[config.mk]
export PLATFORM = sky130hd
export DESIGN_NAME = psgWaveFetch
export DESIGN_NICKNAME = d
export VERILOG_FILES = /design/src/verilog/psgPkg.sv /design/src/verilog/psgWaveFetch.sv /design/src/verilog/psgWaveChannel.sv /design/src/verilog/psgFetchCtl.sv /design/src/verilog/psgBusArb.sv /design/src/verilog/psgCeGen.sv
export SDC_FILE = /design/constraint.sdc
export NUM_CORES = 1
export LEC_CHECK = 0
export ABC_CLOCK_PERIOD_IN_PS = 2950
export BUFFER_PORTS_ARGS = -buffer_cell sky130_fd_sc_hd__buf_2
export CAP_MARGIN = 20
export CORE_MARGIN = 4
export CORE_UTILIZATION = 56
export DETAILED_ROUTE_END_ITERATION = 10
export PLACE_DENSITY = 0.81
export SYNTH_ARGS = -nofsm -noshare
export SYNTH_HDL_FRONTEND = slang
export SYNTH_SLANG_ARGS = --single-unit
[constraint.sdc]
create_clock -name clk -period 2.95 [get_ports clk]
set_input_delay 0.59 -clock clk [delete_from_list [all_inputs] [get_ports clk]]
set_output_delay 0.59 -clock clk [all_outputs]
set_load 0.02 [all_outputs]
[src/verilog/psgPkg.sv]
package psgPkg;

	// ======================================================================
	// channel count and widths of the wave-table fetch path
	// ======================================================================

	// eight-way arbiter, so the channel count is fixed here
	localparam int NumChan = 8;

	// index of a wave-table channel
	typedef logic [2:0] chanIdxT;

	// system bus word address
	typedef logic [15:0] busAddrT;

	// one wave-table sample as it comes off the bus
	typedef logic [11:0] sampleT;

	// words a channel still has to fetch
	typedef logic [7:0] wordCntT;

	// fetch controller states
	typedef enum logic [1:0] {
		Idle,
		Grant,
		Bus
	} fetchStateT;

endpackage
[src/verilog/psgWaveFetch.sv]
`timescale 1ns/1ps

module psgWaveFetch #(
	parameter int CeDiv = 4
) (
	input  logic                       clk,
	input  logic                       rst,
	input  logic [psgPkg::NumChan-1:0] start,
	input  psgPkg::busAddrT            baseAddr [psgPkg::NumChan],
	input  psgPkg::wordCntT            length [psgPkg::NumChan],
	input  psgPkg::sampleT             sysData,
	input  logic                       sysAck,
	output logic                       sysCyc,
	output psgPkg::busAddrT            sysAdr,
	output psgPkg::chanIdxT            grantChan,
	output psgPkg::sampleT             chanSample [psgPkg::NumChan],
	output logic [psgPkg::NumChan-1:0] chanActive
);

	import psgPkg::*;

	logic               ce;
	logic               busFree;
	logic               wordValid;
	sampleT             wordData;
	logic [NumChan-1:0] req;
	logic [NumChan-1:0] sel;
	busAddrT            chanAddr [NumChan];

	// ======================================================================
	// arbitration rate, arbiter and bus FSM
	// ======================================================================

	psgCeGen #(
		.CeDiv(CeDiv)
	) u_ceGen (
		.clk(clk),
		.rst(rst),
		.ce (ce)
	);

	// owner index goes straight out as grantChan
	psgBusArb u_busArb (
		.clk (clk),
		.rst (rst),
		.ce  (ce),
		.ack (busFree),
		.req (req),
		.sel (sel),
		.seln(grantChan)
	);

	psgFetchCtl u_fetchCtl (
		.clk      (clk),
		.rst      (rst),
		.ce       (ce),
		.req      (req),
		.seln     (grantChan),
		.chanAddr (chanAddr),
		.sysAck   (sysAck),
		.sysData  (sysData),
		.sysCyc   (sysCyc),
		.sysAdr   (sysAdr),
		.busFree  (busFree),
		.wordValid(wordValid),
		.wordData (wordData)
	);

	// ======================================================================
	// wave-table channels
	// ======================================================================

	for (genvar i = 0; i < NumChan; i++) begin : g_chan
		psgWaveChannel u_chan (
			.clk      (clk),
			.rst      (rst),
			.start    (start[i]),
			.baseAddr (baseAddr[i]),
			.length   (length[i]),
			.sel      (sel[i]),
			.wordValid(wordValid),
			.wordData (wordData),
			.req      (req[i]),
			.addr     (chanAddr[i]),
			.sample   (chanSample[i]),
			.active   (chanActive[i])
		);
	end

endmodule

[src/verilog/psgWaveChannel.sv]
`timescale 1ns/1ps

module psgWaveChannel (
	input  logic            clk,
	input  logic            rst,
	input  logic            start,
	input  psgPkg::busAddrT baseAddr,
	input  psgPkg::wordCntT length,
	input  logic            sel,
	input  logic            wordValid,
	input  psgPkg::sampleT  wordData,
	output logic            req,
	output psgPkg::busAddrT addr,
	output psgPkg::sampleT  sample,
	output logic            active
);

	import psgPkg::*;

	wordCntT remain;
	logic    take;

	// word is ours only while we are the granted channel
	assign take = wordValid && sel && active;
	assign req  = active;

	// remaining-word counter and busy flag
	always_ff @(posedge clk) begin
		if (rst) begin
			active <= 1'b0;
			remain <= '0;
		end else if (start && length != '0) begin
			active <= 1'b1;
			remain <= length;
		end else if (take) begin
			remain <= remain - wordCntT'(1);
			// last word, drop the request on this edge
			if (remain == wordCntT'(1)) begin
				active <= 1'b0;
			end
		end
	end

	// wave-table address walks up one word per fetch
	always_ff @(posedge clk) begin
		if (start && length != '0) begin
			addr <= baseAddr;
		end else if (take) begin
			addr <= addr + busAddrT'(1);
		end
	end

	// last delivered sample
	always_ff @(posedge clk) begin
		if (rst) begin
			sample <= '0;
		end else if (take) begin
			sample <= wordData;
		end
	end

endmodule

[src/verilog/psgFetchCtl.sv]
`timescale 1ns/1ps

module psgFetchCtl (
	input  logic                       clk,
	input  logic                       rst,
	input  logic                       ce,
	input  logic [psgPkg::NumChan-1:0] req,
	input  psgPkg::chanIdxT            seln,
	input  psgPkg::busAddrT            chanAddr [psgPkg::NumChan],
	input  logic                       sysAck,
	input  psgPkg::sampleT             sysData,
	output logic                       sysCyc,
	output psgPkg::busAddrT            sysAdr,
	output logic                       busFree,
	output logic                       wordValid,
	output psgPkg::sampleT             wordData
);

	import psgPkg::*;

	fetchStateT state;
	logic       anyReq;

	// any request at all, the choice itself is made in the arbiter
	assign anyReq = |req;

	// the clock after a delivery the owner's req is still stale,
	// so the bus is not offered again until the channel has taken the word
	assign busFree = (state == Idle) && !wordValid;

	// ======================================================================
	// fetch FSM
	// ======================================================================

	always_ff @(posedge clk) begin
		if (rst) begin
			state     <= Idle;
			sysCyc    <= 1'b0;
			wordValid <= 1'b0;
		end else begin
			wordValid <= 1'b0;
			case (state)
				Idle: begin
					// arbiter latches the new owner on this same edge
					if (ce && busFree && anyReq) begin
						state <= Grant;
					end
				end
				Grant: begin
					state  <= Bus;
					sysCyc <= 1'b1;
				end
				Bus: begin
					// a slow ack just keeps us here with the address held
					if (sysAck) begin
						state     <= Idle;
						sysCyc    <= 1'b0;
						wordValid <= 1'b1;
					end
				end
				default: begin
					state <= Idle;
				end
			endcase
		end
	end

	// address and returned word
	always_ff @(posedge clk) begin
		if (state == Grant) begin
			sysAdr <= chanAddr[seln];
		end
		if (state == Bus && sysAck) begin
			wordData <= sysData;
		end
	end

endmodule

[src/verilog/psgBusArb.sv]
`timescale 1ns/1ps

module psgBusArb (
	input  logic                       clk,
	input  logic                       rst,
	input  logic                       ce,
	input  logic                       ack,
	input  logic [psgPkg::NumChan-1:0] req,
	output logic [psgPkg::NumChan-1:0] sel,
	output psgPkg::chanIdxT            seln
);

	import psgPkg::*;

	chanIdxT              winner;
	logic [NumChan-1:0]   winnerHot;
	logic                 anyReq;

	assign anyReq = |req;

	// ======================================================================
	// fixed priority pick, channel 0 wins
	// ======================================================================

	// scan from the top down so the lowest requester is written last
	always_comb begin
		winner    = '0;
		winnerHot = '0;
		for (int i = NumChan - 1; i >= 0; i--) begin
			if (req[i]) begin
				winner    = chanIdxT'(i);
				winnerHot = '0;
				winnerHot[i] = 1'b1;
			end
		end
	end

	// ======================================================================
	// registered grant
	// ======================================================================

	// only re-decide on ce with the bus free
	// with no request the last owner is kept, so seln always names it
	always_ff @(posedge clk) begin
		if (rst) begin
			sel  <= '0;
			seln <= '0;
		end else if (ce && ack && anyReq) begin
			sel  <= winnerHot;
			seln <= winner;
		end
	end

endmodule

[src/verilog/psgCeGen.sv]
`timescale 1ns/1ps

module psgCeGen #(
	parameter int CeDiv = 4
) (
	input  logic clk,
	input  logic rst,
	output logic ce
);

	// counter wide enough for CeDiv-1, at least one bit
	localparam int CntW = (CeDiv > 1) ? $clog2(CeDiv) : 1;

	logic [CntW-1:0] cnt;

	// down-counter, ce fires on the clock after it hits zero
	always_ff @(posedge clk) begin
		if (rst) begin
			cnt <= CntW'(CeDiv - 1);
			ce  <= 1'b0;
		end else if (cnt == '0) begin
			cnt <= CntW'(CeDiv - 1);
			ce  <= 1'b1;
		end else begin
			cnt <= cnt - CntW'(1);
			ce  <= 1'b0;
		end
	end

endmodule

==> results.cfg, run 1 <==
[sta]
slew_violations = 0
finalHoldViolCount = 0
worstMarginPinSlew_ns = 0.952
fin_skew_ns = 0.0178
fin_crit_sh = 0.772
fin_crit_ns = 2.28
fmax_ghz = 0.439
rsz0062_at_grt = false
setup_tns_ns = 0
relSlewSlack = 0.362
setup-violations-final = 0

[drt]
drtIter0Drc = 1246
drt-total-wl_mm = 49.8
drc = 0
num_vias = 15000
routed_via_density = 5.97
first_pass_iters = 8
wire_per_inst_um = 19.8
ant_nets = 0

[logic_synthesis]
async_flop_share = 0
yosys_warnings = 0
yosysMostFrequentCell = nand2_1
synth.yosys.seq_area_share = 0.494
synth_area_leaders = edfxtp_1 (27%), dfxtp_1 (22%), a21oi_1 (7.0%)
synthCells = 1796
syn_area_per_cell_um2 = 9.49
syn_area_mm2 = 0.0170
synth_common_cells = nand2_1 (288), a21oi_1 (239), nor2_1 (216)
synth.largest_area_cell = edfxtp_1
synth_edf_count = 156
syn_nets = 2036
synth_top_cell_area_share = 0.275
ys_ff_latch = 342
synth.distinct_cells = 55
synthFlopType = dfxtp_1

[clock_network]
h-tree-depth = 2
cts_buffers = 38
ctsHoldBuffers = 0
insertion_delay_ns = 0.53
post_cts_buffers = 0
clk_pin_slew_worst_paths_ns = 0.06
cts.repair.resized = 0
clk_path_buf_depth = 3
cts_sinks = 342
cts_tree = done
clock-root-buffer = clkbuf_16

[setup_path]
critPathSlowestCell = dfxtp_1
required_ns = 3.39
crit_chain = and3_1, nand3_1, or4_1, xor2_1, a211oi_2
cp.arrival_ns = 2.72
end_kind = register
critPathLaunchType = register
cp_top_family = simple AND/OR/NAND/NOR gates
max_stage_delay_ns = 0.82
cp_max_fo = 20
path_class = register to register
critPathBufInv = 0

[final_layout]
antenna_cells = 0
stdcell_count = 2516
area_delta_synth_final_pct = 19.5
final_nets = 2336
drive_gt1_frac = 0.244

[min_path]
hold_class = input port to register

[global_route]
grt_usage = 0.287
grt_pass1_wl_mm = 77.1
antenna_found_initial = 1
grt_max_degree = 94
grt_pass1_vias = 14400
overflow = 0

[die]
num_io_pins = 339
placeableCoreArea_mm2 = 0.0298
die_y_um = 182
die_area_mm2 = 0.0333
rows = 63
chipWidth_um = 182
initial_utilization = 0.572

[power_and_ir_drop]
p_leak_nw = 7.67
irDropWorstVdd_mv = 0.511
power.density_mw_per_mm2 = 564

[placed_design]
post-dp-hpwl_mm = 36.4
dp.cells = 2446
gp_congestion = 0.986
io_buffers = 338

[flow_run]
cap_violations = 0

[status]
status = finished clean
-- kinds of logic after synthesis --
family,synth area share
xor+xnor,0.0781
flops,0.494
compound gates,0.112
simple gates,0.196
fa+ha+maj,0.0184
mux,0.0602
buf+inv,0.0420
-- where the power goes --
part	internal [mW]	switching (mW)	leakage, nW	total (mW)
combinational	0.493	0.594	4.02	1.09
sequential	5.22	0.275	3.00	5.50
clock	2.95	1.95	0.649	4.90
-- worst paths after layout --
check	start	slack, ns	depth (start not counted)	endpoint
worst max register to register	u_fetchCtl.wordValid	0.67	5	g_chan[3].u_chan.remain[5]
worst min-delay path	sysData[8]	0.25	1	u_fetchCtl.wordData[8]
worst min register to register	u_ceGen.cnt[0]	0.39	1	u_ceGen.cnt[0]
worst max-delay path	u_fetchCtl.wordValid	0.67	5	g_chan[3].u_chan.remain[5]
-- layout by cell type (no fill, tap or decap), types with 6 or more instances in the layout --
| cell type | count |
|---|---|
| dfxtp_1 | 185 |
| and4_1 | 10 |
| mux2_2 | 24 |
| nor2_1 | 216 |
| clkbuf_8 | 7 |
| mux4_2 | 32 |
| xor2_1 | 88 |
| or3_1 | 11 |
| and3_1 | 29 |
| clkbuf_16 | 44 |
| inv_1 | 29 |
| nand4_1 | 34 |
| o211ai_1 | 7 |
| clkinv_2 | 7 |
| o21ai_4 | 7 |
| nand4b_1 | 7 |
| buf_2 | 337 |
| edfxtp_1 | 156 |
| nand3_1 | 65 |
| or4_1 | 22 |
| a21oi_1 | 239 |
| xnor2_1 | 64 |
| nand2_1 | 288 |
| nor3_1 | 29 |
| a311oi_1 | 15 |
| buf_4 | 42 |
| o21ai_0 | 6 |
| a211oi_1 | 37 |
| ha_1 | 25 |
-- sequential cells by signal, summed over array words and instances, names as in the netlist, 2 cells and up --
signal / flops
g_chan.u_chan.addr: 128
g_chan.u_chan.sample: 96
g_chan.u_chan.remain: 64
u_fetchCtl.sysAdr: 16
u_fetchCtl.wordData: 12
g_chan.u_chan.active: 8
u_busArb.sel: 8
u_busArb.seln: 3
u_ceGen.cnt: 2
u_fetchCtl.state: 2
-- metal layers --
layer | track usage | vias up | share of wire
met1 | 0.364 | 7094 | 0.37
met5 | 0 | - | 0.00024
met2 | 0.475 | 827 | 0.48
met3 | 0.0720 | 143 | 0.11
li1 | - | 6958 | -
met4 | 0.113 | 2 | 0.040
-- layout make-up --
type | instances | area (um^2)
sequential | 342 | 8410
clock buffer | 55 | 1210
fill | 2277 | 9440
multi-input combinational | 1303 | 7990
clock inverter | 15 | 104
inverter | 29 | 109
tap | 390 | 488
timing repair buffer | 382 | 2050
-- worst reg2reg max path: cells and delay by family, from the launching register on --
kind             cells  cell delay, ns
AO/OA/AOI/OAI        1            0.21
flip-flops           1            0.82
AND/OR/NAND/NOR      3            1.00
XOR/XNOR             1            0.17
-- through the flow --
stage	hold slack (ns)	total power [mW]	util	area [um^2]	worst slack, ns
finish	0.245	11.5	0.683	20400	0.672
global route	0.225	11.8	0.683	20400	0.424
CTS	0.228	11.5	0.683	20400	0.630
detailed placement	0.379	6.65	0.639	19000	0.413
global placement	0.364	6.60	0.639	19000	0.470
floorplan	0.358	6.20	-	17000	0.605
Power figures use the tool's default switching activity.
==> run 2: changes to the inputs <==
--- a/config.mk
+++ b/config.mk
@@ -5,7 +5,7 @@
 export SDC_FILE = /design/constraint.sdc
 export NUM_CORES = 1
 export LEC_CHECK = 0
-export ABC_CLOCK_PERIOD_IN_PS = 2950
+export ABC_CLOCK_PERIOD_IN_PS = 2400
 export BUFFER_PORTS_ARGS = -buffer_cell sky130_fd_sc_hd__buf_2
 export CAP_MARGIN = 20
 export CORE_MARGIN = 4
==> constraint.sdc (replaced) <==
create_clock -name clk -period 2.4 [get_ports clk]
set_input_delay 0.48 -clock clk [delete_from_list [all_inputs] [get_ports clk]]
set_output_delay 0.48 -clock clk [all_outputs]
set_load 0.02 [all_outputs]
==> run 2 against run 1 <==
  * Combinational power increased by 25%
  * Core utilization increased by 0.12 points
  * Largest power group unchanged
  * Hold slack got worse by 0.11 ns
  * Final cell count increased by 0.68%
  * Clock skew decreased by 0.0053 ns
  * Highest routed layer unchanged
==> results.cfg, run 2 (synthesized netlist as in run 1, its figures left out) <==
[drt]
dr_wl_met3_mm = 5.02
top_layer_used = met5
drt-total-wl_mm = 49.6
met2WireLength_mm = 23.5
routed_via_density = 5.87
ant_nets = 0
first_pass_iters = 5
drt-met1-wl_mm = 19.0
wire_per_inst_um = 19.6
drc = 0
drtIter0Drc = 1436
num_vias = 14900

[final_layout]
regMostFlops = g_chan.u_chan.addr
area_delta_synth_final_pct = 19.7
finish.instance_area_mm2 = 0.0204
final_core_util = 0.685
final_cell_mix = buf_2 (337), nand2_1 (288), a21oi_1 (239)
final_nets = 2354
drive_gt1_frac = 0.250
layout_commonest_cell = buf_2
largest_register_ffs = 128
stdcell_count = 2533
reg_top3 = g_chan.u_chan.addr: 128 flops, g_chan.u_chan.sample: 96 flops, g_chan.u_chan.remain: 64 flops

[placed_design]
dpl_cell_area_mm2 = 0.0192
post-dp-hpwl_mm = 36.7
io_buffers = 338
gp_congestion = 0.921
dp.cells = 2465

[clock_network]
cts_tree = done
clk_pin_slew_worst_paths_ns = 0.06
cts_sinks = 342
h-tree-depth = 2
cts_buffers = 37
insertion_delay_ns = 0.52
clock-root-buffer = clkbuf_16
ctsHoldBuffers = 0
cts.repair.resized = 0
clk_path_buf_depth = 3
post_cts_buffers = 0

[sta]
rsz0062_at_grt = false
relSlewSlack = 0.437
slew_violations = 0
fin_crit_ns = 2.12
fin_skew_ns = 0.0124
fmax_ghz = 0.471
setup_tns_ns = 0
setup-violations-final = 0
finalHoldViolCount = 0
worstMarginPinSlew_ns = 0.839
fin_crit_sh = 0.884

[global_route]
grt_max_degree = 72
grt_pass1_vias = 14500
antenna_found_initial = 2
grt_pass1_wl_mm = 76.6
grt_usage = 0.285
overflow = 0

[die]
rows = 63
chipWidth_um = 182
num_io_pins = 339
initial_utilization = 0.572
die_area_mm2 = 0.0333
placeableCoreArea_mm2 = 0.0298
die_y_um = 182

[setup_path]
cp_max_fo = 13
cp-startpoint = u_fetchCtl.wordValid
reg2reg_slack_ns = 0.28
critPathLaunchType = register
required_ns = 2.82
critPathSlowestCell = dfxtp_1
cp-endpoint = g_chan[2].u_chan.remain[5]
end_kind = register
regToRegStartpoint = u_fetchCtl.wordValid
cp.arrival_ns = 2.54
max_stage_delay_ns = 0.68
regToRegEndpoint = g_chan[2].u_chan.remain[5]
reg2reg_depth = 6
crit_chain = buf_4, and3_1, nand2_1, nor3_1, xnor2_1, a211oi_1
path_class = register to register

[flow_run]
cap_violations = 0

[power_and_ir_drop]
p_leak_nw = 7.70
power.density_mw_per_mm2 = 678
irDropWorstVdd_mv = 0.545

[min_path]
worstHoldStart = sysData[1]
hold_class = input port to register

[status]
status = finished clean
[run 2: stage by stage]
| step | hold WS, ns | total power, mW | setup slack (ns) |
|---|---|---|---|
| finish | 0.138 | 13.8 | 0.277 |
| global route | 0.119 | 14.3 | 0.103 |
| CTS | 0.116 | 13.9 | 0.264 |
| detailed placement | 0.377 | 8.20 | 0.126 |
| global placement | 0.365 | 8.13 | 0.172 |
| floorplan | 0.358 | 7.62 | 0.165 |
[run 2: worst min-delay path by stage]
stage	to	slack [ns]	cells after the start
after CTS	u_fetchCtl.wordData[1]	0.12	1
after global routing	u_fetchCtl.wordData[1]	0.12	1
after detailed placement	u_ceGen.cnt[0]	0.38	1
after floorplan	u_ceGen.cnt[0]	0.36	1
final	u_fetchCtl.wordData[1]	0.14	1
after global placement	u_ceGen.cnt[0]	0.36	1
[run 2: worst max-delay path, delay by kind of cell (launching register included)]
family,cells,cell delay [ns]
simple gates,3,0.75
xor+xnor,1,0.09
compound gates,1,0.26
buf+inv,1,0.24
flops,1,0.68
[run 2: layer usage]
metal | global-route usage | vias to the layer above
met5 | 0 | -
met1 | 0.362 | 6919
met2 | 0.470 | 804
met3 | 0.0658 | 147
li1 | - | 6987
met4 | 0.123 | 2
[run 2: cell type report]
class | count | area (um^2)
Antenna cell | 1 | 2.50
Clock buffer | 45 | 996
Clock inverter | 22 | 210
Fill cell | 2292 | 9400
Inverter | 29 | 109
Multi-Input combinational cell | 1303 | 7990
Sequential cell | 342 | 8410
Tap cell | 390 | 488
Timing Repair Buffer | 401 | 2200
[run 2: power by group]
group / internal [mW] / switching, mW
Clock: 3.31 / 2.41
Sequential: 6.42 / 0.336
Combinational: 0.624 / 0.737
